$ cat config.mk
export PLATFORM = sky130hd
export DESIGN_NAME = gpr_file
export DESIGN_NICKNAME = d
export VERILOG_FILES = /design/src/rtl/gpr_file.sv
export VERILOG_INCLUDE_DIRS = /design/src /design/src/common
export SDC_FILE = /design/constraint.sdc
export NUM_CORES = 2
export LEC_CHECK = 0
export BUFFER_PORTS_ARGS = -buffer_cell sky130_fd_sc_hd__buf_2
export CORE_MARGIN = 2
export CORE_UTILIZATION = 39
export CTS_BUF_LIST = sky130_fd_sc_hd__clkbuf_8 sky130_fd_sc_hd__clkbuf_16
export DETAILED_ROUTE_END_ITERATION = 6
export MAX_ROUTING_LAYER = met4
export PLACE_DENSITY_LB_ADDON = 0.12
export SLEW_MARGIN = 10
export SYNTH_ARGS = -nofsm -noshare
export SYNTH_HDL_FRONTEND = slang
export SYNTH_SLANG_ARGS = --single-unit
$ cat constraint.sdc
create_clock -name clk -period 1.7 [get_ports clk]
set_clock_uncertainty 0.15 [all_clocks]
set_input_delay 0.085 -clock clk [delete_from_list [all_inputs] [get_ports clk]]
set_output_delay 0.085 -clock clk [all_outputs]
set_load 0.01 [all_outputs]
$ cat src/common/rv_macros.svh
`ifndef RV_MACROS_SVH
`define RV_MACROS_SVH

// data path width
`define XLEN 32

// first pc after reset
`define RESET_PC 32'h8000_0000

// data memory size in bytes, power of two
`define DMEM_BYTES 256

// machine csrs
`define CSR_COUNT 4

`endif

$ cat src/rtl/gpr_file.sv
`default_nettype none
`include "rv_macros.svh"

module gpr_file (
	input  logic             clk,
	input  logic             rst_n,
	input  logic [4:0]       rs1,
	input  logic [4:0]       rs2,
	input  logic             rd_we,
	input  logic [4:0]       rd,
	input  logic [`XLEN-1:0] rd_data,
	output logic [`XLEN-1:0] src1,
	output logic [`XLEN-1:0] src2
);

	logic [`XLEN-1:0] regs [32];

	assign src1 = regs[rs1];
	assign src2 = regs[rs2];

	always_ff @(posedge clk or negedge rst_n) begin
		if (!rst_n) begin
			for (int i = 0; i < 32; i++) begin
				regs[i] <= '0;
			end
		end else if (rd_we && rd != 5'd0) begin // x0 stays zero
			regs[rd] <= rd_data;
		end
	end

endmodule

`default_nettype wire

==> results.sh <==
export IMPL_outcome="complete, but fails checks"
export IMPL_violations="setup timing"
export IMPL_antenna_found_initial=7
export IMPL_max_freq_mhz=418
export IMPL_cap_violations=0
export IMPL_root_buffer="clkbuf_16"
export IMPL_avgSynthCellArea_um2=12.1
export IMPL_cts_tree="built"
export IMPL_post_route_util_pct=48.6
export IMPL_regMostFlops="regs"
export IMPL_pwr_share_seq_pct=43.9
export IMPL_cp_arrival_ns=2.16
export IMPL_die_area_mm2=0.145
export IMPL_route_detailed_drc=0
export IMPL_chipHeight_um=381
export IMPL_relSlewSlack_pct=58.2
export IMPL_yosysWarnings=0
export IMPL_core_area_mm2=0.141
export IMPL_track_usage_pct=26.0
export IMPL_synth_xor_xnor_area_share_pct=0
export IMPL_p_total_mw=74.2
export IMPL_numCtsBuffers=119
export IMPL_fillers=12652
export IMPL_postRouteAntennaNets=0
export IMPL_postSynthCellCount=4606
export IMPL_reg_top3="regs (1024)"
export IMPL_power_leakage_nw=32.5
export IMPL_grt_max_degree=104
export IMPL_largest_reg_flops=1024
export IMPL_ys_types=27
export IMPL_start_kind="flop"
export IMPL_synth_compound_area_share_pct=7.07
export IMPL_synthAdderAreaFrac_pct=0
export IMPL_peakVddDrop_mv=0.975
export IMPL_synthArstFlopShare_pct=100
export IMPL_clk_pin_slew_worst_paths_ns=0.06
export IMPL_ys_seq_area_share_pct=46.2
export IMPL_synth_top_family_by_area="multiplexers"
export IMPL_worstMarginPinSlew_ns=0.626
export IMPL_netlist_area_mm2=0.0555
export IMPL_start_util_pct=39.3
export IMPL_finalHoldViolCount=0
export IMPL_clk_latency_ns=0.75
export IMPL_wirelength_um=188000
export IMPL_r2r_slack_ns=0.64
export IMPL_hpwl_um=124000
export IMPL_die_w_um=381
export IMPL_htreeDepth=3
export IMPL_num_nets_final=4962
export IMPL_drt_iter0_drc=2820
export IMPL_synth_edf_count=0
export IMPL_period_needed_ns=2.39
export IMPL_dp_slack_ns=-0.395
export IMPL_path_class="reg2out"
export IMPL_netSwitchingPower_mw=21.4
export IMPL_crit_fanout=3
export IMPL_setup_viol=64
export IMPL_synth_top_area_share_pct=46.2
export IMPL_p_sw_share_pct=28.9
export IMPL_std_cell_rows=138
export IMPL_wl_per_cell_um=27.2
export IMPL_pwr_share_clk_pct=35.4
export IMPL_grt_pass1_wl_um=276000
export IMPL_port_buffers=113
export IMPL_combinationalPowerShare_pct=20.7
export IMPL_min_from="rd[0]"
export IMPL_timing_setup_tns_ns=-37.69
export IMPL_internal_power_mw=52.8
export IMPL_first_pass_iters=5
export IMPL_fin_crit_sh_pct=141
export IMPL_synthTopCellsByCount="dfrtp_1 (1024), mux2i_1 (1024), mux2_2 (991)"
export IMPL_synth_simple_gate_area_share_pct=4.23
export IMPL_ys_ff_latch=1024
export IMPL_synth_nets=4656
export IMPL_hp_class="in2reg"
export IMPL_post_synth_top_area_cell="dfrtp_1"
export IMPL_rsz0062_at_grt="true"
export IMPL_routed_via_count=39702
export IMPL_holdPathStages=5
export IMPL_yosys_mux_area_fraction_pct=38.6
export IMPL_rr_worst_depth=2
export IMPL_viasPerCell=5.75
export IMPL_first_global_vias=40423
export IMPL_cp_required_ns=1.46
export IMPL_layout_setup_ws_ns=-0.693
export IMPL_cts_max_path_buffers=3
export IMPL_end_kind="primary output"
export IMPL_slew_violations=0
export IMPL_ios=114
export IMPL_powerDensity_mw_per_mm2=1080
export IMPL_cts_sinks=1024
export IMPL_area_growth_syn_to_layout_pct=23.9
export IMPL_drive_gt1_share_pct=39.9
export IMPL_synth_flop_cell="dfrtp_1"
export IMPL_worstReg2RegStart="regs[829]"
export IMPL_place_congestion=0.849
export IMPL_synthTopCellsByArea="dfrtp_1 (46%), mux2_2 (20%), mux2i_1 (18%)"
export IMPL_overflow=0
export IMPL_hold_end="regs[32]"
export IMPL_r2r_end="regs[829]"
-- what timing repair did --
action	in CTS	in global routing
gates resized for setup	202	40
hold buffers	40	1
endpoints found under the hold margin	2016	13
pin swaps	128	112
cloned	0	4
endpoints found under the setup margin	64	256
buffers inserted	1	9
-- critical path, cell delays in order (launching register included) --
cell and delay [ns]:
dfrtp_1 0.40, mux2i_1 0.14, a22o_1 0.18, nor3_2 0.05, a31oi_1 0.21, nand3_1 0.22, buf_2 0.21
-- power groups by stage --
| stage | sequential (mW) | combinational, mW | clock (mW) |
|---|---|---|---|
| finish | 32.6 | 15.4 | 26.2 |
| CTS | 32.5 | 15.3 | 26.8 |
| detailed placement | 32.9 | 14.7 | 0 |
| floorplan | 31.8 | 10.2 | 0 |
| global route | 33.2 | 16.7 | 27.8 |
| global placement | 32.8 | 14.4 | 0 |
-- metrics by stage --
stage | std cells | instance area [um2] | hold WS (ns)
floorplan | 4606 | 55500 | -0.361
global placement | 6646 | 62900 | -0.174
detailed placement | 6646 | 62900 | -0.177
CTS | 6890 | 68400 | 0.0473
global route | 6903 | 68800 | 0.0383
finish | 6903 | 68800 | 0.0474
-- final cells by class --
type / count / area, um2 / area share [%]
Antenna cell: 5 / 12.5 / 0.0182
Clock buffer: 159 / 3550 / 5.16
Clock inverter: 58 / 470 / 0.684
Multi-Input combinational cell: 3105 / 29100 / 42.3
Sequential cell: 1024 / 25600 / 37.3
Tap cell: 1890 / 2360 / 3.44
Timing Repair Buffer: 662 / 7690 / 11.2
-- per-layer routing --
metal	GRT usage [%]	up-vias	share of wire (%)
met3	4.38	266	5.4
met5	-	-	0
met4	7.33	0	2.8
li1	-	17601	-
met1	36.8	20861	48
met2	38.3	974	44
-- cell families (layout without fill, tap and decap cells) --
| family | after synthesis | after routing |
|---|---|---|
| other | 0 | 5 |
| multiplexers | 2016 | 2016 |
| AND/OR/NAND/NOR | 513 | 513 |
| AO/OA/AOI/OAI | 576 | 576 |
| buffers and inverters | 477 | 879 |
| flip-flops | 1024 | 1024 |
-- layout by cell type (no fill, tap or decap), types with 38 or more instances in the layout --
master | Yosys | layout
a21oi_1 | 192 | 192
buf_4 | 46 | 301
dfrtp_1 | 1024 | 1024
mux2i_1 | 1024 | 1023
mux2_2 | 991 | 991
nand2_1 | 211 | 194
nor3_2 | 0 | 38
a22oi_1 | 192 | 192
nand3_2 | 0 | 42
buf_12 | 0 | 200
nand3_1 | 193 | 148
dlygate4sd3_1 | 0 | 38
buf_6 | 0 | 48
clkbuf_16 | 0 | 125
clkbuf_8 | 0 | 38
a22o_1 | 128 | 128
buf_2 | 181 | 67
-- how the worst max path moves through the flow --
stage                    from       end  slack (ns)  cells past startpoint
floorplan              rs1[1]  src1[23]        0.14                      7
global placement       rs1[1]  src1[11]       -0.38                      9
detailed placement     rs1[1]   src1[8]       -0.39                      9
CTS                 regs[799]  src2[31]       -0.73                      7
global route        regs[799]  src2[31]       -0.77                      7
finish              regs[929]   src1[1]       -0.69                      6
(Power assumes the default switching activity.)
