**src/common/rv_macros.svh**
```systemverilog
`ifndef RV_MACROS_SVH
`define RV_MACROS_SVH

// data path width
`define XLEN 32

// first pc after reset
`define RESET_PC 32'h8000_0000

// data memory size in bytes, power of two
`define DMEM_BYTES 256

// machine csrs
`define CSR_COUNT 4

`endif

```
**src/rtl/lsu.sv**
```systemverilog
`default_nettype none
`include "rv_macros.svh"

module lsu (
	input  logic             clk,
	input  logic             rst_n,
	input  logic [`XLEN-1:0] addr,
	input  logic [`XLEN-1:0] store_data,
	input  logic [3:0]       wmask,
	input  logic             mem_we,
	input  logic [2:0]       funct3,
	output logic [`XLEN-1:0] load_data
);

	localparam int AW = $clog2(`DMEM_BYTES);

	logic [7:0]       mem [`DMEM_BYTES];
	logic [AW-3:0]    word_idx;
	logic [1:0]       offset;
	logic [3:0]       bmask;
	logic [`XLEN-1:0] wdata;
	logic [`XLEN-1:0] word;
	logic [`XLEN-1:0] shifted;

	assign word_idx = addr[AW-1:2]; // wraps modulo memory size
	assign offset   = addr[1:0];
	assign bmask    = wmask << offset;
	assign wdata    = store_data << {offset, 3'b000};

	always_comb begin
		for (int i = 0; i < 4; i++) begin
			word[8*i +: 8] = mem[{word_idx, 2'(i)}];
		end
	end

	assign shifted = word >> {offset, 3'b000};

	always_comb begin
		case (funct3)
			3'b000:  load_data = {{(`XLEN-8){shifted[7]}}, shifted[7:0]};    // lb
			3'b001:  load_data = {{(`XLEN-16){shifted[15]}}, shifted[15:0]}; // lh
			3'b100:  load_data = {{(`XLEN-8){1'b0}}, shifted[7:0]};          // lbu
			3'b101:  load_data = {{(`XLEN-16){1'b0}}, shifted[15:0]};        // lhu
			default: load_data = shifted;
		endcase
	end

	always_ff @(posedge clk or negedge rst_n) begin
		if (!rst_n) begin
			for (int i = 0; i < `DMEM_BYTES; i++) begin
				mem[i] <= '0;
			end
		end else if (mem_we) begin
			for (int i = 0; i < 4; i++) begin
				if (bmask[i]) begin
					mem[{word_idx, 2'(i)}] <= wdata[8*i +: 8];
				end
			end
		end
	end

endmodule

`default_nettype wire

```
**config.mk**
```make
export PLATFORM = sky130hd
export DESIGN_NAME = lsu
export DESIGN_NICKNAME = d
export VERILOG_FILES = /design/src/rtl/lsu.sv
export VERILOG_INCLUDE_DIRS = /design/src /design/src/common
export SDC_FILE = /design/constraint.sdc
export NUM_CORES = 2
export LEC_CHECK = 0
export BUFFER_PORTS_ARGS = -buffer_cell sky130_fd_sc_hd__buf_4
export CAP_MARGIN = 20
export CORE_ASPECT_RATIO = 0.75
export CORE_MARGIN = 4
export CORE_UTILIZATION = 50
export CTS_CLUSTER_SIZE = 25
export DETAILED_ROUTE_END_ITERATION = 6
export GPL_TIMING_DRIVEN = 1
export MAX_ROUTING_LAYER = met4
export PLACE_DENSITY = 0.74
export SLEW_MARGIN = 25
export SYNTH_ARGS = -nofsm -noshare
export SYNTH_HDL_FRONTEND = slang
export SYNTH_SLANG_ARGS = --single-unit
export TNS_END_PERCENT = 30
```
**constraint.sdc**
```tcl
create_clock -name clk -period 3.1 [get_ports clk]
set_clock_uncertainty 0.1 [all_clocks]
set_input_delay 0.155 -clock clk [delete_from_list [all_inputs] [get_ports clk]]
set_output_delay 0.155 -clock clk [all_outputs]
set_load 0.005 [all_outputs]
```
==> flow_metrics.tcl <==
set metrics [dict create \
    status "complete, but fails checks" \
    failed_checks "negative setup slack" \
    max_freq_ghz 0.2533 \
    critical_path_depth 11 \
    fin_crit_sh 1.273 \
    stdcell_count 11790 \
    setup_tns_ps -24140 \
    antenna_found_initial 19 \
    yosysTopAreaCellShare 0.5894 \
    vias 75530 \
    largest_reg_flops 2048 \
    clk_pin_slew_ps 70 \
    ir_drop_v 0.0005414 \
    ios 106 \
    seqCellArea_um2 51250 \
    core-area_um2 172800 \
    worst-slew-pin-transition_ps 1025 \
    wl_per_cell_um 27.58 \
    hp-class "input port to register" \
    place.gp.congestion 1.048 \
    crit_chain "and4b_1 -> a2111oi_4 -> o32a_1 -> o2111ai_2 -> nor4b_4 -> buf_4 -> a2111oi_2 -> a311oi_4 -> buf_12 -> o22ai_1 -> buf_4" \
    nets 9407 \
    layout-drive-gt1-share 0.1497 \
    largest-register "mem" \
    die_w_um 489.5 \
    initial_core_util 0.5033 \
    critPathTopFamily "compound AO/OA/AOI/OAI gates" \
    ant_nets 0 \
    netlist_area_um2 86950 \
    netlist_instances 8959 \
    cap_violations 0 \
    crit_path_start_kind "register" \
    postLayoutCellArea_um2 102600 \
    firstDrtPassIters 7 \
    place_inst 11390 \
    critical_path_class "register to primary output" \
    io_buffers 81 \
    ys_warn_count 0 \
    crit_slowest_cell "a2111oi_4" \
    cp_max_fo 10 \
    die-area_um2 180700 \
    r2r_slack_ps 2160 \
    ys_seq_elements 2048 \
    root_buffer "clkbuf_16" \
    hpwlAfterDp_um 220600 \
    hold_violations 0 \
    clkLatencyLatePin_ps 850 \
    layout_commonest_cell "nand2_1" \
    top_regs "mem: 2048 flops" \
    rows 132 \
    synthTopCellsByArea "dfrtp_1, o21ai_0, nand2_1, a22oi_1, clkbuf_1" \
    cp_slowest_stage_delay_ps 410 \
    p_sw_mw 14.87 \
    netlist.top_cell.by_area "dfrtp_1" \
    comb_power_share 0.086 \
    swShare 0.2560 \
    worstHoldPathCells 6 \
    synth.distinct_cells 78 \
    clkPwrFrac 0.420 \
    arrival_ps 3690 \
    viasPerCell 6.406 \
    grt_pass1_wl_um 484400 \
    period_needed_ps 3947 \
    cts.sinks 2048 \
    layout_setup_ws_ps -847.2 \
    worstPathRequired_ps 2840 \
    p_seq_frac 0.494 \
    setup_viol 32 \
    area_growth_pct 17.97 \
    pwr_density_cell_nw_per_um2 566.2 \
    drt_wl_total_um 325100 \
    max_slew_margin 0.3151 \
    mostFrequentLayoutCells "nand2_1, o21ai_0, dfrtp_1" \
    slew_violations 0 \
    drc_errors 0 \
    end_kind "primary output" \
    rsz0062_at_grt "yes" \
    htree_levels 4 \
    yosysSeqAreaShare 0.5894 \
    critical_path.most_common_cell "buf_4" \
    syn_avg_cell_area_um2 9.705 \
    synth-edff-count 0 \
    ys.flop_type "dfrtp_1" \
    synth.net_count 9033 \
    leakage_nw 44.25 \
    grt_max_degree 125 \
    cts_tree "yes" \
    reg2reg_depth 3 \
    drtIter0Drc 10780 \
    first_global_vias 73320 \
    clk_path_buf_depth 3 \
    gr-total-overflow 0 \
    internal-power_mw 43.21 \
    cts_buffers 191 \
    final.fill_count 14180 \
    synthArstFlopShare 1.000 \
    place_area_um2 95450 \
    grtUsageTotal 0.3698 \
    die_y_um 369.1 \
    multi_input_area_um2 32870 \
    crit_buf_inv 3 \
]
final cells by class:
| class | instances | share of cell area |
|---|---|---|
| diodes | 21 | 0.0005123 |
| clock buffers | 280 | 0.05437 |
| clock inverters | 71 | 0.008307 |
| inverters | 4 | 0.0001464 |
| multi-input cells | 6122 | 0.3205 |
| flip-flops and latches | 2048 | 0.4996 |
| well taps | 2278 | 0.02779 |
| repair buffers | 966 | 0.08877 |
cell families after synthesis:
kind of cell           count (synthesis)  synth area share
AOI/OAI and AO/OA                   3339            0.2314
and+or+nand+nor                     2702            0.1275
DFF                                 2048            0.5894
buffers and inverters                789           0.03916
muxes                                 81           0.01251
worst paths after layout:
| kind | endpoint | startpoint |
|---|---|---|
| worst max-delay path | load_data[23] | mem[1623] |
| worst min-delay path | mem[293] | store_data[21] |
| worst max register to register | mem[820] | mem[820] |
| worst min register to register | mem[1311] | mem[1311] |
| max in group asynchronous | mem[1850] | rst_n |
| min in group asynchronous | mem[2047] | rst_n |
Yosys cell counts, drive strengths merged (5+ instances only):
cell	count
nand2b	6
o221ai	6
buf	252
nor4bb	16
and4	12
a2111oi	19
nor4b	14
nor2	107
or4	11
dfrtp	2048
o22ai	21
mux4	19
nor3b	7
nor4	23
a22oi	801
nor3	6
or2	13
and3b	6
o211ai	10
a31o	10
a22o	61
nor2b	10
nand2	2346
nand4	61
mux2i	31
clkbuf	533
o2bb2ai	5
a21oi	64
a41oi	101
nand3	11
and3	19
a221oi	69
a31oi	48
nand3b	6
mux2	31
o21ai	2069
a21o	10
a221o	10
and4b	20
worst min-delay path, delay by kind of cell:
kind            cells  cell delay, ps
simple gates        1             170
mux                 1              70
compound gates      2             240
buf+inv             2             290
stage by stage:
| step | total power [mW] | utilization | hold WS (ps) | setup WS, ps |
|---|---|---|---|---|
| after floorplan | 31.09 | - | -240.6 | 429.3 |
| after global placement | 33.71 | 0.5525 | 49.46 | -902.6 |
| after detailed placement | 33.91 | 0.5525 | 61.18 | -1087 |
| after CTS | 58.01 | 0.5924 | 3.967 | -912.8 |
| after global routing | 59.82 | 0.5937 | 54.14 | -921.8 |
| final | 58.08 | 0.5938 | 43.05 | -847.2 |
timing repair:
| action | in CTS | in global routing |
|---|---|---|
| endpoints found under the setup margin | 32 | 32 |
| hold buffers | 26 | 0 |
| buffers inserted | 1 | 4 |
| resized for setup | 35 | 31 |
| pin swaps | 11 | 12 |
| hold endpoints to repair | 2545 | 0 |
per-layer routing:
metal  track usage  part of all wire  vias up
li1              -                 -    32540
met5             -                 0        -
met2        0.4960              0.42     4843
met3        0.1295              0.14      887
met1        0.4955              0.39    37260
met4        0.1884             0.057        0
power groups by stage:
stage	clock [mW]	combinational, mW	sequential, mW
floorplan	0	2.17	28.9
global placement	0	4.60	29.1
detailed placement	0	4.75	29.2
CTS	24.5	4.84	28.7
global route	25.6	5.36	28.8
finish	24.4	5.00	28.7
(Power assumes the default switching activity.)
