==> config.mk <==
export PLATFORM = sky130hd
export DESIGN_NAME = csr_file
export DESIGN_NICKNAME = d
export VERILOG_FILES = /design/src/common/rv_csr_pkg.sv /design/src/rtl/csr_file.sv
export VERILOG_INCLUDE_DIRS = /design/src /design/src/common
export SDC_FILE = /design/constraint.sdc
export NUM_CORES = 1
export LEC_CHECK = 0
export BUFFER_PORTS_ARGS = -buffer_cell sky130_fd_sc_hd__buf_2
export CORE_MARGIN = 4
export CORE_UTILIZATION = 32
export CTS_CLUSTER_SIZE = 14
export DETAILED_ROUTE_END_ITERATION = 10
export GPL_TIMING_DRIVEN = 0
export PLACE_DENSITY = 0.54
export RECOVER_POWER = 50
export SYNTH_ARGS = -nofsm -noshare
export SYNTH_HDL_FRONTEND = slang
export SYNTH_SLANG_ARGS = --single-unit
==> constraint.sdc <==
create_clock -name clk -period 1.3 [get_ports clk]
set_input_delay 0.065 -clock clk [delete_from_list [all_inputs] [get_ports clk]]
set_output_delay 0.065 -clock clk [all_outputs]
set_load 0.05 [all_outputs]
==> src/common/rv_macros.svh <==
`ifndef RV_MACROS_SVH
`define RV_MACROS_SVH

// data path width
`define XLEN 32

// first pc after reset
`define RESET_PC 32'h8000_0000

// data memory size in bytes, power of two
`define DMEM_BYTES 256

// machine csrs
`define CSR_COUNT 4

`endif

==> src/common/rv_csr_pkg.sv <==
`default_nettype none
`include "rv_macros.svh"

package rv_csr_pkg;

	typedef enum logic [11:0] {
		CSR_MSTATUS = 12'h300,
		CSR_MTVEC   = 12'h305,
		CSR_MEPC    = 12'h341,
		CSR_MCAUSE  = 12'h342
	} csr_addr_e;

	// slot in the csr register array
	typedef logic [$clog2(`CSR_COUNT)-1:0] csr_idx_t;

	// NONE doubles as "no write"
	typedef enum logic [1:0] {
		CSR_NONE = 2'd0,
		CSR_RW   = 2'd1,
		CSR_RS   = 2'd2
	} csr_op_e;

endpackage

`default_nettype wire

==> src/rtl/csr_file.sv <==
`default_nettype none
`include "rv_macros.svh"

module csr_file
	import rv_csr_pkg::*;
(
	input  logic             clk,
	input  logic             rst_n,
	input  logic [11:0]      csr_addr,
	input  csr_op_e          csr_op,
	input  logic [`XLEN-1:0] csr_wdata,
	output logic [`XLEN-1:0] csr_val
);

	logic [`XLEN-1:0] csrs [`CSR_COUNT];
	csr_idx_t         idx;
	logic             hit;

	always_comb begin
		hit = 1'b1;
		idx = '0;
		case (csr_addr)
			CSR_MSTATUS: idx = csr_idx_t'(0);
			CSR_MTVEC:   idx = csr_idx_t'(1);
			CSR_MEPC:    idx = csr_idx_t'(2);
			CSR_MCAUSE:  idx = csr_idx_t'(3);
			default:     hit = 1'b0;
		endcase
	end

	assign csr_val = hit ? csrs[idx] : '0; // unknown reads 0

	// wdata already carries the OR for csrrs
	always_ff @(posedge clk or negedge rst_n) begin
		if (!rst_n) begin
			for (int i = 0; i < `CSR_COUNT; i++) begin
				csrs[i] <= '0;
			end
		end else if (hit && csr_op != CSR_NONE) begin
			csrs[idx] <= csr_wdata;
		end
	end

endmodule

`default_nettype wire

==> impl_summary.txt <==
----------------------------------------------------
[Outcome]
  Status ... complete, but fails checks
  Violations in the final reports ... negative setup slack

[Synthesis]
  Cell area after technology mapping ... just under 6000 um^2
  Top_reg_cell synth ... dfrtp_1
  Average instance area after synthesis ... 14.4 um^2
  Total nets after synthesis ... ~460
  Synthesis Warnings ... 0
  Synth Register Bits ... roughly 130
  EDFF count, synth ... 0
  Ys async rst share ... 1.00
  Fraction of the yosys area taken by sequential cells ... 0.546
  Ranking of synthesized cells by area ... dfrtp_1 (55%), mux2_2 (19%), mux2_4 (7.7%)
  Count of unique library cells instantiated by Yosys ... 25
  Cell type contributing the most total cell area after synthesis ... dfrtp_1
  Cells after synthesis ... a little over 400
  Post-synth top area share ... 0.546

[Critical path]
  Worst endpoint data arrival time ... approximately 1600 ps
  Category of the worst setup path capture point ... output port
  Max Fanout on Critical Path ... 5
  Kind of critical path ... in2out
  Startpoint type of the worst setup path ... input pin
  Required time of the critical path ... roughly 1200 ps

[Power and ir drop]
  Power share of the clock group ... 0.504
  Max rail drop VDD ... approximately 0.00092 V
  Total net switching power ... 0.00192 W
  Leakage ... 4.30 nW
  Total power per unit cell area ... around 1000 nW/um^2
  Sw Share ... 0.212
  Share of total power in sequential cells ... 0.444
  Total chip power ... 0.00908 W
  Internal power component ... ~0.007 W
  Combinational fraction of design power ... 0.052

[Final layout]
  Antenna diode instance count ... 0
  Most used cells in the layout excluding fill and tap cells ... dfrtp_1 (128), mux2_2 (97), buf_2 (42)
  Most frequent standard cell in the layout excluding fill and tap cells ... dfrtp_1
  Non-Filler Instances ... between 700 and 800
  Number of filler cells placed in the layout ... ~1.5k
  Biggest register ... csrs
  Largest register FFs ... approximately 130
  Nets@finish ... approximately 600
  Share of final-layout standard cells stronger than drive strength 1 ... 0.605
  Final core utilization ... 0.483
  Largest registers ranked by flip-flop count ... csrs x128
  Area Overhead vs Synth ... 47.9%

[Route]
  Via-per-instance ratio ... about 5.1
  Antenna viol nets, final ... 0
  Total DRC errors in the routed layout ... 0
  Count of vias placed by the detailed router ... a little over 4k
  Starting DRT DRC Count ... 183
  Wire per inst ... approximately 20 um
  Length of the first detailed-routing pass in iterations ... 4
  Wire length after detailed routing ... 15.7 mm

[GRT]
  Largest net degree at the start of global routing ... 95
  Total congestion overflow ... 0
  Via count of the first global-routing pass ... ~4.4k
  First-pass GRT wire length ... between 20 and 25 mm
  Overall global routing resource usage ... 0.159
  Number of antenna violations at the first check in global routing ... 0

[Clock network]
  Clock sink total ... between 100 and 150
  Root cell of the clock tree ... clkbuf_16
  Clock transition at path regs ... 50 ps
  Num CTS Buffers ... 17
  Clock insertion delay at the later pin of the skew report ... between 400 and 500 ps
  CTS H-Tree Depth ... 4
  TritonCTS clock tree ... built
  Maximum count of clock buffers along a single path ... 2

[Timing]
  Share of the clock period used by the worst path ... 1.25
  Final Hold Fails ... 0
  Transition time of the tightest slew-check pin ... 939 ps
  Final critical path time including I/O delays and setup ... 1630 ps
  Peak clock frequency supported by timing ... approximately 610 MHz
  Total of endpoints with negative setup slack in the final report ... 64
  Setup repair after global routing missed its margin ... true
  Final WS setup ... -329 ps
  Final slew viol count ... 0
  Largest clock skew in the final design ... 0 ps
  Worst rel slew slack ... 0.374

[Placed design]
  Placed cell count ... around 720
  Port bufs ... 79
  Routability congestion estimate from global placement ... 0.734
  DP HPWL ... 9.71 mm

[Hold path]
  Hold Crit Class ... in2reg

[Run]
  Max-cap violations ... 0

[Floorplanning]
  Horizontal die dimension ... between 100 and 150 um
  Row Count ... 49
  Area enclosed by the die boundary ... between 20000 and 25000 um^2
  Total core area ... around 18000 um^2
  Chip height ... 143 um
  I/O pin total ... 80
  Initial core utilization ... 0.326

----------------------------------------------------
==> layout make-up <==
class / count / area [um^2] / share of cell area
flip-flops and latches: 128 / 3200 / 0.369
multi-input cells: 244 / 2920 / 0.337
repair buffers: 125 / 1320 / 0.153
well taps: 229 / 287 / 0.0330
clock buffers: 19 / 433 / 0.0499
plain buffers: 34 / 380 / 0.0439
clock inverters: 9 / 120 / 0.0139
==> worst paths after layout <==
kind                             start           to  slack [ps]  cells past startpoint
max in group asynchronous        rst_n     csrs[16]          10                      3
hold reg to reg               csrs[64]     csrs[64]         500                      1
min in group asynchronous        rst_n     csrs[67]         330                      2
setup / recovery           csr_addr[0]  csr_val[28]        -330                      7
hold / removal             csr_addr[2]      csrs[0]         140                      4
setup reg to reg              csrs[63]     csrs[63]         420                      2
==> power groups by stage <==
stage	clock, W	sequential, W	combinational, W
finish	0.00458	0.00403	0.000473
global route	0.00486	0.00403	0.000521
CTS	0.00467	0.00403	0.000474
detailed placement	0	0.00410	0.000368
global placement	0	0.00409	0.000343
floorplan	0	0.00409	0.000105
==> Yosys cell counts (2+ instances only) <==
| library cell | count |
|---|---|
| a22oi_1 | 32 |
| clkbuf_1 | 22 |
| dfrtp_1 | 128 |
| nor2_1 | 2 |
| mux2_4 | 30 |
| nand3_1 | 2 |
| mux2_2 | 97 |
| buf_4 | 2 |
| a22o_1 | 32 |
| nand2_1 | 2 |
| buf_1 | 4 |
| nand2b_1 | 2 |
| buf_8 | 3 |
| nor4b_1 | 2 |
| buf_2 | 3 |
| nor2b_1 | 4 |
| o2bb2ai_1 | 32 |
==> kinds of logic (layout without fill, tap and decap cells) <==
family | after synthesis | count (layout) | synth area share
compound gates | 98 | 98 | 0.138
buf+inv | 35 | 187 | 0.0314
flops | 128 | 128 | 0.546
mux | 128 | 128 | 0.265
simple gates | 18 | 18 | 0.0190
==> routing by layer <==
| layer | routed length [um] | vias to the layer above | global-route usage | part of all wire |
|---|---|---|---|---|
| met5 | 0 | - | 0 | 0 |
| met4 | 169 | 0 | 0.0466 | 0.011 |
| met3 | 675 | 15 | 0.0403 | 0.043 |
| met2 | 7870 | 82 | 0.259 | 0.50 |
| met1 | 7010 | 2108 | 0.211 | 0.45 |
| li1 | - | 1847 | - | - |
==> worst max-delay path: stages <==
cell and delay, ps:
buf_6 100, or4_4 580, a31oi_4 220, buf_12 170, clkbuf_16 160, a22o_4 130, buf_8 140
==> through the flow <==
| step | setup TNS [ps] | cell area (um^2) | worst slack, ps | hold WS, ps |
|---|---|---|---|---|
| after floorplan | -22630 | 6240 | -276 | -231 |
| after global placement | -275730 | 6930 | -1490 | 339 |
| after detailed placement | -90870 | 6960 | -914 | -11.8 |
| after CTS | -12370 | 8570 | -352 | 113 |
| after global routing | -35750 | 8670 | -367 | 146 |
| final | -11790 | 8670 | -329 | 136 |
==> repair_timing <==
action | 4_1_cts | 5_1_grt
hold buffers | 33 | 0
buffers inserted | 4 | 2
gates cloned | 6 | 0
resized for setup | 153 | 24
hold endpoints to repair | 235 | 0
setup endpoints to repair | 122 | 124
pin swaps | 11 | 5
Power figures use the tool's default switching activity.
