===== config.mk =====
export PLATFORM = sky130hd
export DESIGN_NAME = idu
export DESIGN_NICKNAME = d
export VERILOG_FILES = /design/src/common/rv_csr_pkg.sv /design/src/common/rv_isa_pkg.sv /design/src/rtl/idu.sv
export VERILOG_INCLUDE_DIRS = /design/src /design/src/common
export SDC_FILE = /design/constraint.sdc
export NUM_CORES = 1
export LEC_CHECK = 0
export ABC_CLOCK_PERIOD_IN_PS = 2800
export BUFFER_PORTS_ARGS = -buffer_cell sky130_fd_sc_hd__buf_2
export CAP_MARGIN = 0
export CORE_AREA = 2 2 152 154
export CTS_BUF_LIST = sky130_fd_sc_hd__clkbuf_8 sky130_fd_sc_hd__clkbuf_16
export DETAILED_ROUTE_END_ITERATION = 6
export DIE_AREA = 0 0 154 156
export GPL_ROUTABILITY_DRIVEN = 0
export SYNTH_ARGS = -nofsm -noshare
export SYNTH_HDL_FRONTEND = slang
export SYNTH_SLANG_ARGS = --single-unit

===== constraint.sdc =====
create_clock -name clk -period 2.8 [get_ports clk]
set_input_delay 0.14 -clock clk [delete_from_list [all_inputs] [get_ports clk]]
set_output_delay 0.14 -clock clk [all_outputs]
set_load 0.005 [all_outputs]

===== src/common/rv_macros.svh =====
`ifndef RV_MACROS_SVH
`define RV_MACROS_SVH

// data path width
`define XLEN 32

// first pc after reset
`define RESET_PC 32'h8000_0000

// data memory size in bytes, power of two
`define DMEM_BYTES 256

// machine csrs
`define CSR_COUNT 4

`endif


===== src/common/rv_csr_pkg.sv =====
`default_nettype none
`include "rv_macros.svh"

package rv_csr_pkg;

	typedef enum logic [11:0] {
		CSR_MSTATUS = 12'h300,
		CSR_MTVEC   = 12'h305,
		CSR_MEPC    = 12'h341,
		CSR_MCAUSE  = 12'h342
	} csr_addr_e;

	// slot in the csr register array
	typedef logic [$clog2(`CSR_COUNT)-1:0] csr_idx_t;

	// NONE doubles as "no write"
	typedef enum logic [1:0] {
		CSR_NONE = 2'd0,
		CSR_RW   = 2'd1,
		CSR_RS   = 2'd2
	} csr_op_e;

endpackage

`default_nettype wire


===== src/common/rv_isa_pkg.sv =====
`default_nettype none

package rv_isa_pkg;

	// major opcodes, inst[6:0]
	typedef enum logic [6:0] {
		OPC_LUI    = 7'b0110111,
		OPC_AUIPC  = 7'b0010111,
		OPC_JAL    = 7'b1101111,
		OPC_JALR   = 7'b1100111,
		OPC_BRANCH = 7'b1100011,
		OPC_LOAD   = 7'b0000011,
		OPC_STORE  = 7'b0100011,
		OPC_OP_IMM = 7'b0010011,
		OPC_OP     = 7'b0110011,
		OPC_SYSTEM = 7'b1110011
	} opcode_e;

	// bit positions in the one-hot inst_type
	localparam int TYPE_R = 0;
	localparam int TYPE_I = 1;
	localparam int TYPE_S = 2;
	localparam int TYPE_B = 3;
	localparam int TYPE_U = 4;
	localparam int TYPE_J = 5;

	typedef enum logic [3:0] {
		ALU_ADD   = 4'd0,
		ALU_SUB   = 4'd1,
		ALU_AND   = 4'd2,
		ALU_XOR   = 4'd3,
		ALU_OR    = 4'd4,
		ALU_SRL   = 4'd5,
		ALU_SRA   = 4'd6,
		ALU_SLL   = 4'd7,
		ALU_LESS  = 4'd8,
		ALU_ULESS = 4'd9
	} alu_op_e;

endpackage

`default_nettype wire


===== src/rtl/idu.sv =====
`default_nettype none
`include "rv_macros.svh"

module idu
	import rv_isa_pkg::*;
	import rv_csr_pkg::*;
(
	input  logic             clk,
	input  logic             rst_n,
	input  logic [31:0]      inst,
	input  logic             inst_valid,
	input  logic [`XLEN-1:0] load_data,
	input  logic [`XLEN-1:0] csr_val,
	input  logic [`XLEN-1:0] val,
	input  logic             jump_taken,
	input  logic [`XLEN-1:0] jump_target,
	output logic [`XLEN-1:0] pc,
	output logic [6:0]       opcode,
	output logic [5:0]       inst_type,
	output logic [2:0]       funct3,
	output logic [6:0]       funct7,
	output logic [`XLEN-1:0] imm,
	output logic [4:0]       rs1,
	output logic [4:0]       rs2,
	output logic             rd_we,
	output logic [4:0]       rd,
	output logic [`XLEN-1:0] rd_data,
	output logic             mem_we,
	output logic [11:0]      csr_addr,
	output csr_op_e          csr_op,
	output logic             commit_valid,
	output logic [4:0]       commit_rd,
	output logic [`XLEN-1:0] commit_rd_data,
	output logic             commit_rd_we,
	output logic [`XLEN-1:0] commit_next_pc
);

	logic             is_load;
	logic             is_csr;
	logic             writes_rd;
	logic [`XLEN-1:0] next_pc;

	assign opcode   = inst[6:0];
	assign rd       = inst[11:7];
	assign funct3   = inst[14:12];
	assign rs1      = inst[19:15];
	assign rs2      = inst[24:20];
	assign funct7   = inst[31:25];
	assign csr_addr = inst[31:20];

	always_comb begin
		inst_type = '0;
		case (opcode)
			OPC_OP:                                     inst_type[TYPE_R] = 1'b1;
			OPC_OP_IMM, OPC_LOAD, OPC_JALR, OPC_SYSTEM: inst_type[TYPE_I] = 1'b1;
			OPC_STORE:                                  inst_type[TYPE_S] = 1'b1;
			OPC_BRANCH:                                 inst_type[TYPE_B] = 1'b1;
			OPC_LUI, OPC_AUIPC:                         inst_type[TYPE_U] = 1'b1;
			OPC_JAL:                                    inst_type[TYPE_J] = 1'b1;
			default: ; // unknown opcode, no format
		endcase
	end

	always_comb begin
		case (1'b1)
			inst_type[TYPE_I]: imm = {{20{inst[31]}}, inst[31:20]};
			inst_type[TYPE_S]: imm = {{20{inst[31]}}, inst[31:25], inst[11:7]};
			inst_type[TYPE_B]: imm = {{19{inst[31]}}, inst[31], inst[7], inst[30:25], inst[11:8], 1'b0};
			inst_type[TYPE_U]: imm = {inst[31:12], 12'b0};
			inst_type[TYPE_J]: imm = {{11{inst[31]}}, inst[31], inst[19:12], inst[20], inst[30:21], 1'b0};
			default:           imm = '0;
		endcase
	end

	assign is_load = (opcode == OPC_LOAD);
	assign is_csr  = (opcode == OPC_SYSTEM) && (funct3 == 3'b001 || funct3 == 3'b010);

	// SYSTEM without a csr form writes nothing
	assign writes_rd = inst_type[TYPE_R] | inst_type[TYPE_U] | inst_type[TYPE_J]
		| (inst_type[TYPE_I] & ((opcode != OPC_SYSTEM) | is_csr));

	assign rd_we  = inst_valid & writes_rd;
	assign mem_we = inst_valid & inst_type[TYPE_S];
	assign csr_op = (inst_valid && is_csr) ? (funct3[1] ? CSR_RS : CSR_RW) : CSR_NONE;

	// csr forms return the old value
	assign rd_data = is_load ? load_data :
		is_csr ? csr_val :
		val;

	assign next_pc = jump_taken ? jump_target : pc + `XLEN'd4;

	always_ff @(posedge clk or negedge rst_n) begin
		if (!rst_n) begin
			pc           <= `RESET_PC;
			commit_valid <= 1'b0;
			commit_rd_we <= 1'b0;
		end else begin
			commit_valid <= inst_valid;
			commit_rd_we <= rd_we;
			if (inst_valid) begin
				pc <= next_pc;
			end
		end
	end

	always_ff @(posedge clk) begin
		if (inst_valid) begin
			commit_rd      <= rd;
			commit_rd_data <= rd_data;
			commit_next_pc <= next_pc;
		end
	end

endmodule

`default_nettype wire


==> results.py <==
metrics = {
    "status": {
        "outcome": "completed",
    },
    "layout": {
        "fin_area_um2": 8615,
        "finalNetCount": 1113,
        "fin_cells": 1238,
        "final_util": 0.3852,
        "multi_input_area_um2": 2897,
        "seqCellArea_um2": 2924,
        "diodes": 0,
        "fillers": 2282,
        "drive_gt1_frac": 0.4785,
        "syn_to_final_growth_pct": 34.97,
    },
    "clock_network": {
        "cts_resized": 0,
        "post_cts_buffers": 0,
        "hold_buffers": 5,
        "cts_made_buffers": 9,
        "cts_max_level": 3,
        "cts_tree": "done",
        "clk_pin_slew_ns": 0.08,
        "root_buffer": "clkbuf_16",
        "cts.path.max_buffers": 2,
        "clkSinkCount": 103,
        "worstSkewPairLatency_ns": 0.36,
    },
    "worst_hold_path": {
        "worstHoldStart": "inst[7]",
        "min_to": "commit_rd[0]",
        "hold_depth": 1,
        "worstHoldPathType": "in2reg",
    },
    "global_routing": {
        "grt_first_pass_wirelength_um": 32840,
        "antenna_found_initial": 7,
        "grt_util_met1": 0.2214,
        "use_met3": 0.04083,
        "grt_usage": 0.1761,
        "busiest_layer": "met2",
        "grt_pass1_vias": 5771,
        "grt_max_degree": 111,
        "grt-ovfl-total": 0,
        "use_met2": 0.3009,
    },
    "floorplan": {
        "initial_core_util": 0.2854,
        "die_w_um": 154,
        "fp.dieArea_um2": 24020,
        "die_h_um": 156,
        "io_pins": 385,
        "core_area_um2": 22370,
        "row_count": 55,
    },
    "synthesis": {
        "synth_common_cells": "69 x edfxtp_1, 66 x nand2_1, 46 x buf_4, 37 x nor2_1, 34 x mux2i_1",
        "ys_seq_area_frac": 0.4581,
        "synth-seq-cells": 103,
        "synthDistinctLibCells": 56,
        "synth_edf_count": 69,
        "synth_cells": 622,
        "synthesis.area_um2": 6382,
        "async_reset_ff_frac": 0.3301,
        "syn-num-nets": 787,
        "synth_top_area_frac": 0.3246,
        "yosys.area.top_type": "edfxtp_1",
        "yosysWarnings": 0,
        "synth_area_leaders": "edfxtp_1 32%, dfrtp_1 13%, buf_4 5.4%",
        "avgSynthCellArea_um2": 10.26,
        "synth_ff_type": "edfxtp_1",
        "synth_most_common_cell": "edfxtp_1",
    },
    "placement": {
        "post-place-ws_ns": 0.3651,
        "dpl.cell_count": 1217,
        "placed_area_um2": 8264,
        "hpwlAfterDp_um": 17140,
        "port_buffers": 384,
    },
    "route": {
        "post-route-drc-count": 0,
        "wl_per_cell_um": 18.09,
        "vias_per_cell": 4.931,
        "drt_pass1_iterations": 6,
        "drt_wl_total_um": 22400,
        "antenna_left": 0,
        "num_vias": 6104,
        "drtIter0Drc": 403,
    },
    "setup_path": {
        "critPathSlowestCell": "nand4_2",
        "worstPathArrival_ns": 2.56,
        "critPathBufInv": 0,
        "path_class": "reg2reg",
        "critical_path.max_fanout": 12,
        "cp_top_family": "simple AND/OR/NAND/NOR gates",
        "reg2reg_to": "commit_next_pc[28]",
        "crit_path_end_kind": "flip-flop",
        "critPathLaunchType": "flip-flop",
        "r2r_start": "pc[2]",
        "reg2regPathDepth": 6,
        "required_ns": 2.90,
        "r2r_setup_slack_ns": 0.34,
        "slowest_delay_ns": 0.48,
        "path_cells": "ha_1, and3_1, nand4_2, nor3_2, xor2_1, mux2_2",
    },
    "timing": {
        "period_minus_slack_ns": 2.456,
        "finalSetupTns_ns": 0,
        "clock_skew_ns": 0.01861,
        "final-setup-viol-count": 0,
        "maxSlewHeadroom": 0.2799,
        "worstMarginPinSlew_ns": 1.072,
        "whs_ns": 0.03116,
        "drv_slew": 0,
        "setup_ws_ns": 0.3440,
        "fmax_mhz": 407.2,
        "hold_viol_final": 0,
        "fin_crit_sh": 0.8771,
        "rsz0062_at_grt": "false",
    },
    "pwr": {
        "power_density_nw_per_um2": 485.8,
        "power.total_mw": 4.185,
        "power_leakage_nw": 3.893,
        "vdd_drop_max_uv": 274.8,
    },
    "job": {
        "cap_violations": 0,
    },
}
[area by class of cell]
cell class	count	area share
flip-flops and latches	103	0.3394
multi-input cells	426	0.3362
repair buffers	400	0.2446
well taps	285	0.04139
clock buffers	10	0.02774
clock inverters	6	0.007117
inverters	8	0.003486
[power by group]
group	switching, mW	leakage (nW)	total, mW	internal [mW]
Clock	0.651	0.150	1.31	0.655
Combinational	0.460	2.67	0.901	0.442
Sequential	0.161	1.07	1.98	1.82
Total	1.27	3.89	4.18	2.91
[state kept, by name (all words and copies together), names as in the netlist]
| signal | count |
|---|---|
| commit_rd_data | 32 |
| commit_next_pc | 32 |
| pc | 32 |
| commit_rd_we | 1 |
| commit_rd | 5 |
| commit_valid | 1 |
[cells in the final DEF (no fill, tap or decap), drive strengths merged, types with 4 or more instances in the layout]
cell type    Yosys  final
clkbuf          24     10
mux2i           34     34
nor3            14     14
a2bb2oi          6      6
and2            11     11
a22o            12     12
and3             6      6
nand3           20     20
edfxtp          69     69
dfrtp           33     33
nand2           67     67
a21oi           24     24
o21a             4      4
o22a             4      4
inv              8     12
a21o             8      8
o21ai           57     57
nor4            14     14
nor2            37     37
a31oi            8      8
or3              5      5
nand4            7      7
dlygate4sd3      0      5
o22ai            4      4
and4             7      7
xnor2           17     17
buf             61    395
mux2            28     28
xor2            10     10
[worst reg2reg max path: stages (launching register included)]
cell,delay (ns)
dfrtp_1,0.44
ha_1,0.21
and3_1,0.30
nand4_2,0.48
nor3_2,0.41
xor2_1,0.11
mux2_2,0.27
[cells by family after synthesis]
logic type,synth area share
buf+inv,0.08802
simple gates,0.1715
xor+xnor,0.03705
mux,0.1027
compound gates,0.1406
flops,0.4581
fa+ha+maj,0.001960
[routing by layer]
layer / routed length (um) / share of wire
met1: 9219 / 0.41
met2: 11120 / 0.50
met3: 1637 / 0.073
met4: 350 / 0.016
met5: 76 / 0.0034
[worst max path at each step]
stage	endpoint	startpoint	depth (start not counted)	slack [ns]
detailed placement	commit_next_pc[24]	pc[2]	6	0.37
CTS	commit_next_pc[24]	pc[2]	6	0.35
floorplan	commit_next_pc[28]	pc[2]	8	0.74
global route	commit_next_pc[24]	pc[2]	6	0.1
global placement	commit_next_pc[28]	pc[2]	6	0.43
finish	commit_next_pc[28]	pc[2]	6	0.34
No activity file was read; power rests on OpenSTA's default activity.
