## src/common/rv_macros.svh

```systemverilog
`ifndef RV_MACROS_SVH
`define RV_MACROS_SVH

// data path width
`define XLEN 32

// first pc after reset
`define RESET_PC 32'h8000_0000

// data memory size in bytes, power of two
`define DMEM_BYTES 256

// machine csrs
`define CSR_COUNT 4

`endif

```

## src/common/rv_isa_pkg.sv

```systemverilog
`default_nettype none

package rv_isa_pkg;

	// major opcodes, inst[6:0]
	typedef enum logic [6:0] {
		OPC_LUI    = 7'b0110111,
		OPC_AUIPC  = 7'b0010111,
		OPC_JAL    = 7'b1101111,
		OPC_JALR   = 7'b1100111,
		OPC_BRANCH = 7'b1100011,
		OPC_LOAD   = 7'b0000011,
		OPC_STORE  = 7'b0100011,
		OPC_OP_IMM = 7'b0010011,
		OPC_OP     = 7'b0110011,
		OPC_SYSTEM = 7'b1110011
	} opcode_e;

	// bit positions in the one-hot inst_type
	localparam int TYPE_R = 0;
	localparam int TYPE_I = 1;
	localparam int TYPE_S = 2;
	localparam int TYPE_B = 3;
	localparam int TYPE_U = 4;
	localparam int TYPE_J = 5;

	typedef enum logic [3:0] {
		ALU_ADD   = 4'd0,
		ALU_SUB   = 4'd1,
		ALU_AND   = 4'd2,
		ALU_XOR   = 4'd3,
		ALU_OR    = 4'd4,
		ALU_SRL   = 4'd5,
		ALU_SRA   = 4'd6,
		ALU_SLL   = 4'd7,
		ALU_LESS  = 4'd8,
		ALU_ULESS = 4'd9
	} alu_op_e;

endpackage

`default_nettype wire

```

## src/exu/exu.sv

```systemverilog
`default_nettype none
`include "rv_macros.svh"

module exu
	import rv_isa_pkg::*;
(
	input  logic [6:0]       opcode,
	input  logic [`XLEN-1:0] src1,
	input  logic [`XLEN-1:0] src2,
	input  logic [`XLEN-1:0] imm,
	input  logic [5:0]       inst_type,
	input  logic [2:0]       funct3,
	input  logic [6:0]       funct7,
	input  logic [`XLEN-1:0] pc,
	input  logic [`XLEN-1:0] csr_val,
	output logic [`XLEN-1:0] val,
	output logic [`XLEN-1:0] jump_target,
	output logic             jump_taken,
	output logic [`XLEN-1:0] csr_wdata,
	output logic [3:0]       wmask
);

	logic [`XLEN-1:0] loperand;
	logic [`XLEN-1:0] roperand;
	alu_op_e          operator;
	logic [`XLEN:0]   diff;
	logic             op_less;
	logic             op_uless;
	logic [4:0]       shamt;
	logic [`XLEN:0]   cmp;
	logic             br_eq;
	logic             br_less;
	logic             br_uless;
	logic             br_cond;
	logic             is_jalr;

	always_comb begin
		case (opcode)
			OPC_LUI: begin
				loperand = '0;
				roperand = imm;
			end
			OPC_AUIPC: begin
				loperand = pc;
				roperand = imm;
			end
			OPC_JAL, OPC_JALR: begin
				loperand = pc; // link value
				roperand = `XLEN'd4;
			end
			OPC_OP: begin
				loperand = src1;
				roperand = src2;
			end
			OPC_OP_IMM, OPC_LOAD, OPC_STORE: begin
				loperand = src1;
				roperand = imm;
			end
			default: begin
				loperand = '0;
				roperand = '0;
			end
		endcase
	end

	// only OP and OP-IMM pick an operator from funct3
	always_comb begin
		operator = ALU_ADD;
		if (opcode == OPC_OP || opcode == OPC_OP_IMM) begin
			case (funct3)
				3'b000:  operator = (inst_type[TYPE_R] && funct7[5]) ? ALU_SUB : ALU_ADD;
				3'b001:  operator = ALU_SLL;
				3'b010:  operator = ALU_LESS;
				3'b011:  operator = ALU_ULESS;
				3'b100:  operator = ALU_XOR;
				3'b101:  operator = funct7[5] ? ALU_SRA : ALU_SRL;
				3'b110:  operator = ALU_OR;
				default: operator = ALU_AND;
			endcase
		end
	end

	assign diff     = {1'b0, loperand} - {1'b0, roperand};
	assign op_uless = diff[`XLEN]; // borrow out
	assign op_less  = (loperand[`XLEN-1] ^ roperand[`XLEN-1]) ? loperand[`XLEN-1] : diff[`XLEN-1];
	assign shamt    = roperand[4:0];

	always_comb begin
		case (operator)
			ALU_ADD:   val = loperand + roperand;
			ALU_SUB:   val = diff[`XLEN-1:0];
			ALU_AND:   val = loperand & roperand;
			ALU_XOR:   val = loperand ^ roperand;
			ALU_OR:    val = loperand | roperand;
			ALU_SRL:   val = loperand >> shamt;
			ALU_SRA:   val = $signed(loperand) >>> shamt;
			ALU_SLL:   val = loperand << shamt;
			ALU_LESS:  val = {{(`XLEN-1){1'b0}}, op_less};
			ALU_ULESS: val = {{(`XLEN-1){1'b0}}, op_uless};
			default:   val = '0;
		endcase
	end

	assign cmp      = {1'b0, src1} - {1'b0, src2};
	assign br_eq    = (src1 == src2);
	assign br_uless = cmp[`XLEN];
	assign br_less  = (src1[`XLEN-1] ^ src2[`XLEN-1]) ? src1[`XLEN-1] : cmp[`XLEN-1];

	always_comb begin
		case (funct3)
			3'b000:  br_cond = br_eq;
			3'b001:  br_cond = ~br_eq;
			3'b100:  br_cond = br_less;
			3'b101:  br_cond = ~br_less;
			3'b110:  br_cond = br_uless;
			3'b111:  br_cond = ~br_uless;
			default: br_cond = 1'b0;
		endcase
	end

	assign is_jalr     = (opcode == OPC_JALR);
	assign jump_target = is_jalr ? ((src1 + imm) & ~`XLEN'd1) : (pc + imm);
	assign jump_taken  = inst_type[TYPE_J] | is_jalr | (inst_type[TYPE_B] & br_cond);

	always_comb begin
		case (funct3[1:0])
			2'b00:   wmask = 4'h1;
			2'b01:   wmask = 4'h3;
			2'b10:   wmask = 4'hf;
			default: wmask = 4'h0;
		endcase
	end

	always_comb begin
		case (funct3)
			3'b001:  csr_wdata = src1;           // csrrw
			3'b010:  csr_wdata = src1 | csr_val; // csrrs
			default: csr_wdata = '0;
		endcase
	end

endmodule

`default_nettype wire

```

## config.mk

```make
export PLATFORM = sky130hd
export DESIGN_NAME = exu
export DESIGN_NICKNAME = d
export VERILOG_FILES = /design/src/common/rv_isa_pkg.sv /design/src/exu/exu.sv
export VERILOG_INCLUDE_DIRS = /design/src /design/src/common
export SDC_FILE = /design/constraint.sdc
export NUM_CORES = 1
export LEC_CHECK = 0
export ABC_CLOCK_PERIOD_IN_PS = 6800
export BUFFER_PORTS_ARGS = -buffer_cell sky130_fd_sc_hd__buf_2
export CORE_ASPECT_RATIO = 0.7
export CORE_UTILIZATION = 59
export DETAILED_ROUTE_END_ITERATION = 8
export PLACE_DENSITY = 0.85
export SETUP_SLACK_MARGIN = 0.02
export SYNTH_ARGS = -nofsm -noshare
export SYNTH_HDL_FRONTEND = slang
export SYNTH_SLANG_ARGS = --single-unit
```

## constraint.sdc

```tcl
create_clock -name vclk -period 6.8
set_input_delay 0.68 -clock vclk [all_inputs]
set_output_delay 0.68 -clock vclk [all_outputs]
set_load 0.1 [all_outputs]
```

==> impl_metrics.env, run 1 <==
export IMPL_num_rows=47
export IMPL_criticalPathCategory="in2out"
export IMPL_nClkBuffers=0
export IMPL_syn2layout_area_growth_pct=12.65
export IMPL_crit_fanout=9
export IMPL_multi_input_area_um2=13190
export IMPL_drcViolationCount=0
export IMPL_setup_slack_ns=0.1540
export IMPL_status="finished with violations"
export IMPL_violations="max-capacitance violations"
export IMPL_ys_types=96
export IMPL_hold_ws_ns=1.821
export IMPL_hp_start="imm[31]"
export IMPL_drive_gt1_frac=0.1913
export IMPL_slowest_stage="fa_1"
export IMPL_routed_wl_mm=64.55
export IMPL_clkPwrFrac=0
export IMPL_endpoint_kind="output port"
export IMPL_start_kind="input pin"
export IMPL_first_iter_violations=2911
export IMPL_fin_crit_sh=0.9774
export IMPL_p_leak_nw=8.129
export IMPL_drtPass1Iterations=7
export IMPL_fmax_mhz=150.5
export IMPL_grt_max_degree=62
export IMPL_power_switching_mw=1.014
export IMPL_vias_per_cell=7.191
export IMPL_hold_path_depth=3
export IMPL_max_stage_delay_ns=0.49
export IMPL_die_x_um=188.2
export IMPL_dp_slack_ns=0.3428
export IMPL_core_area_um2=23700
export IMPL_seqCellArea_um2=0
export IMPL_grt_overflow=0
export IMPL_place_hpwl_mm=51.53
export IMPL_wire_per_inst_um=24.59
export IMPL_dieArea_um2=24900
export IMPL_grt_use_total=0.4891
export IMPL_ys_seq_area_frac=0
export IMPL_worst_slew_pin_slew_ns=1.430
export IMPL_grt_pass1_vias=16890
export IMPL_post_route_cell_area_um2=16130
export IMPL_hold_viol_final=0
export IMPL_worstPathArrival_ns=5.97
export IMPL_hp_class="in2out"
export IMPL_num_vias=18880
export IMPL_hold_buffers=0
export IMPL_syn_area_um2=14310
export IMPL_critPathRequiredTime_ns=6.12
export IMPL_syn_num_nets=2479
export IMPL_placed_cell_area_um2=16040
export IMPL_io_buffers=275
export IMPL_sw_frac_of_total=0.7236
export IMPL_power_mw=1.401
export IMPL_maxSlewHeadroom=0.02169
export IMPL_peakVddDrop_v=0.0001497
export IMPL_rsz0062_at_grt="no"
export IMPL_worst_path_buf_inv=4
export IMPL_hold_end="jump_target[31]"
export IMPL_p_int_mw=0.3871
export IMPL_cap_violations=1
export IMPL_io_pins=284
export IMPL_fill_cells=2130
export IMPL_ant_nets=0
export IMPL_grt_pass1_wl_mm=96.53
export IMPL_maxSlewViolCount=0
export IMPL_setup_viol=0
export IMPL_seqPwrFrac=0
export IMPL_numSequentialCells=0
export IMPL_gp_congestion=1.094
export IMPL_powerDensity_nw_per_um2=86.86
export IMPL_syn_area_per_cell_um2=6.836
export IMPL_period_needed_ns=6.646
export IMPL_synth_warnings=0
export IMPL_synth_cells=2094
export IMPL_crit_family="compound AO/OA/AOI/OAI gates"
export IMPL_setup_tns_ns=0
export IMPL_die_h_um=132.3
export IMPL_cpMostUsedCell="a21oi_1"
export IMPL_start_util=0.6040
export IMPL_antenna_found_initial=2
export IMPL_combPwrFrac=1.000
export IMPL_fin_nets=2692
export IMPL_path_cells="buf_2 > nand4bb_2 > nor2_4 > buf_4 > a22oi_2 > inv_1 > ha_1 > nand2b_1 > o311a_1 > o31a_1 > o211ai_2 > o211ai_1 > a31o_2 > a41o_1 > a31oi_2 > o21bai_1 > a21oi_1 > fa_1 > a21oi_1 > o221ai_1 > a211oi_1 > o31ai_2 > buf_12"
-- cells in the final DEF, fill, tap and decap left out, types with 50 or more instances in the layout --
cell type and instances:
ha_1 196, mux2i_1 133, inv_1 132, nor2_1 181, nand2_1 186, buf_2 267, a22o_1 50, a21o_1 60
a21oi_1 208, buf_4 63, o21ai_0 122
-- cells by family after synthesis --
kind of cell | count (synthesis) | synth area share
AOI/OAI and AO/OA | 816 | 0.3974
and+or+nand+nor | 586 | 0.1872
buffers and inverters | 274 | 0.08417
adders and majority gates | 202 | 0.1797
muxes | 157 | 0.1154
xor gates and xnor gates | 59 | 0.03610
-- worst max-delay path by stage --
stage,start,to,cells past startpoint
finish,opcode[3],val[0],23
global route,opcode[4],val[31],23
CTS,opcode[3],val[31],23
detailed placement,opcode[3],val[31],23
global placement,opcode[3],val[0],22
floorplan,opcode[2],val[4],11
-- what timing repair did --
item,CTS,global route
gates resized for setup,0,4
endpoints found under the setup margin,0,2
buffers inserted,0,8
-- power groups by stage --
stage	Combinational, mW	Sequential (mW)	Clock (mW)
4_1_cts	1.36	0	0
3_3_place_gp	1.33	0	0
6_report	1.40	0	0.0000000195
5_1_grt	1.47	0	0
2_1_floorplan	1.03	0	0
3_5_place_dp	1.35	0	0
-- layout make-up --
class,count,area share
Tap cell,318,0.02467
Timing Repair Buffer,339,0.1228
Antenna cell,2,0.0003104
Multi-Input combinational cell,1820,0.8178
Inverter,146,0.03437
-- cell usage after synthesis, types with 10 or more instances --
cell | number | share of area
a211o_1 | 15 | 0.0092
a211oi_1 | 38 | 0.020
a21o_1 | 60 | 0.031
a21oi_1 | 208 | 0.073
a221oi_1 | 13 | 0.0080
a22o_1 | 50 | 0.031
a22oi_1 | 38 | 0.020
a31oi_1 | 20 | 0.0087
and3_1 | 13 | 0.0057
buf_1 | 10 | 0.0026
buf_2 | 30 | 0.010
buf_6 | 12 | 0.0094
clkbuf_1 | 68 | 0.018
ha_1 | 196 | 0.17
inv_1 | 133 | 0.035
inv_2 | 10 | 0.0026
mux2_2 | 18 | 0.014
mux2i_1 | 133 | 0.093
nand2_1 | 186 | 0.049
nand2b_1 | 31 | 0.014
nand3_1 | 45 | 0.016
nand4_1 | 12 | 0.0052
nor2_1 | 185 | 0.049
nor2b_1 | 20 | 0.0087
nor3_1 | 36 | 0.013
o211ai_1 | 23 | 0.012
o21a_1 | 19 | 0.010
o21ai_0 | 126 | 0.044
o21ai_1 | 16 | 0.0056
o21bai_1 | 22 | 0.012
o221ai_1 | 23 | 0.014
o22ai_1 | 25 | 0.011
o31ai_1 | 17 | 0.0089
or3_1 | 15 | 0.0066
xnor2_1 | 34 | 0.021
xor2_1 | 25 | 0.015
-- through the flow --
stage,cells,util
floorplan,2094,-
global placement,2615,0.6769
detailed placement,2615,0.6769
CTS,2615,0.6769
global route,2623,0.6802
finish,2625,0.6804
-- routing by layer --
| metal | up-vias | global-route usage | share of wire |
|---|---|---|---|
| met4 | 0 | 0.1486 | 0.041 |
| met5 | - | 0 | 0 |
| met2 | 1695 | 0.7638 | 0.42 |
| li1 | 8254 | - | - |
| met3 | 254 | 0.1041 | 0.15 |
| met1 | 8674 | 0.6681 | 0.39 |
Note: power is estimated with default switching activity, not from simulation.
==> inputs of run 2 (changes only) <==
- CORE_ASPECT_RATIO: 0.7 -> 0.5
- TNS_END_PERCENT: unset -> 100
==> impl_metrics.env, run 2 (same netlist as run 1, synthesis figures left out) <==
export IMPL_status="completed"
export IMPL_worst_slew_pin_slew_ns=1.131
export IMPL_setup_slack_ns=0.2478
export IMPL_cap_violations=0
export IMPL_setup_viol=0
export IMPL_core_area_um2=23320
export IMPL_worstPathArrival_ns=5.87
export IMPL_multi_input_area_um2=13200
export IMPL_place_hpwl_mm=51.21
export IMPL_maxSlewViolCount=0
export IMPL_nClkBuffers=0
export IMPL_wire_per_inst_um=24.60
export IMPL_maxSlewHeadroom=0.2459
export IMPL_hold_viol_final=0
export IMPL_syn2layout_area_growth_pct=11.49
export IMPL_rsz0062_at_grt="no"
export IMPL_path_cells="buf_2 > nand2b_1 > o22ai_4 > buf_4 > a22oi_2 > inv_1 > ha_1 > nand2b_1 > o311a_1 > o31a_1 > o211ai_2 > o211ai_1 > a31o_2 > a41o_1 > a31oi_1 > o21bai_1 > a21oi_1 > fa_1 > a21oi_1 > o221ai_1 > a211oi_1 > o31ai_2 > buf_12"
export IMPL_io_pins=284
export IMPL_dp_slack_ns=0.1238
export IMPL_fmax_mhz=152.6
export IMPL_routed_wl_mm=64.05
export IMPL_drtPass1Iterations=7
export IMPL_first_iter_violations=3510
export IMPL_io_buffers=275
export IMPL_final_common_cell="buf_2"
export IMPL_endpoint_kind="output port"
export IMPL_setup_tns_ns=0
export IMPL_num_rows=39
export IMPL_die_h_um=112.1
export IMPL_final_cell_mix="buf_2 (273), a21oi_1 (208), ha_1 (196), nand2_1 (186), nor2_1 (182)"
export IMPL_slowest_stage="ha_1"
export IMPL_powerDensity_nw_per_um2=86.67
export IMPL_dieArea_um2=24930
export IMPL_p_leak_nw=8.062
export IMPL_crit_fanout=15
export IMPL_criticalPathCategory="in2out"
export IMPL_vias_per_cell=7.110
export IMPL_grt_pass1_wl_mm=95.14
export IMPL_drive_gt1_frac=0.1859
export IMPL_start_kind="input pin"
export IMPL_grt_pass1_vias=16310
export IMPL_antenna_found_initial=6
export IMPL_critPathRequiredTime_ns=6.12
export IMPL_hold_ws_ns=1.809
export IMPL_hold_buffers=0
export IMPL_period_needed_ns=6.552
export IMPL_max_stage_delay_ns=0.44
export IMPL_start_util=0.6137
export IMPL_gp_congestion=1.094
export IMPL_fill_cells=2141
export IMPL_drcViolationCount=0
export IMPL_peakVddDrop_v=0.0002276
export IMPL_seqCellArea_um2=0
export IMPL_grt_overflow=0
export IMPL_postLayoutCoreUtil=0.6843
export IMPL_num_vias=18520
export IMPL_grt_max_degree=76
export IMPL_ant_nets=0
export IMPL_die_x_um=222.3
export IMPL_fin_crit_sh=0.9636
export IMPL_numSequentialCells=0
export IMPL_grt_use_total=0.4861
export IMPL_hp_class="in2out"
export IMPL_fin_nets=2679
-- run 2: cell count changes in the layout (fill, tap and decap cells not counted), sizes merged --
cell / previous run / this run
clkinv: 2 / 1
inv: 144 / 145
buf: 339 / 326
diode: 2 / 5
-- run 2: worst max-delay path, delay by kind of cell --
| kind | cells | cell delay, ns |
|---|---|---|
| AOI/OAI and AO/OA | 15 | 3.17 |
| adders and majority gates | 2 | 0.87 |
| buffers and inverters | 4 | 0.71 |
| and+or+nand+nor | 2 | 0.41 |
-- run 2: per-layer routing --
layer,share of wire,global-route usage,vias up
met3,0.18,0.1929,227
li1,-,-,8246
met4,0.031,0.1162,0
met1,0.40,0.6812,8458
met2,0.38,0.6834,1584
met5,0,0,-
-- run 2: final timing paths --
check	start	endpoint	slack [ns]	cells past startpoint
setup / recovery	opcode[4]	val[0]	0.25	23
hold / removal	imm[31]	jump_target[31]	1.81	3
-- run 2: layout make-up --
class	count	area share
Antenna cell	5	0.0007839
Inverter	146	0.03473
Multi-Input combinational cell	1820	0.8268
Tap cell	307	0.02407
Timing Repair Buffer	326	0.1136
-- run 2: stage by stage --
| stage | cells | total power [mW] | area, um^2 |
|---|---|---|---|
| after floorplan | 2094 | 1.030 | 14320 |
| after global placement | 2596 | 1.329 | 15890 |
| after detailed placement | 2596 | 1.339 | 15890 |
| after CTS | 2596 | 1.344 | 15890 |
| after global routing | 2604 | 1.450 | 15960 |
| final | 2604 | 1.383 | 15960 |
-- run 2: timing repair --
item                       CTS  global route
setup endpoints to repair    0             2
buffers inserted             0             3
resized for setup            0             6
-- run 2: report_power, final --
group	switching, mW	total (mW)	internal [mW]	leakage [nW]
Clock	0	0.0000000984	0.0000000984	0.0000317
Sequential	0	0	0	0
Combinational	1.01	1.38	0.376	8.06
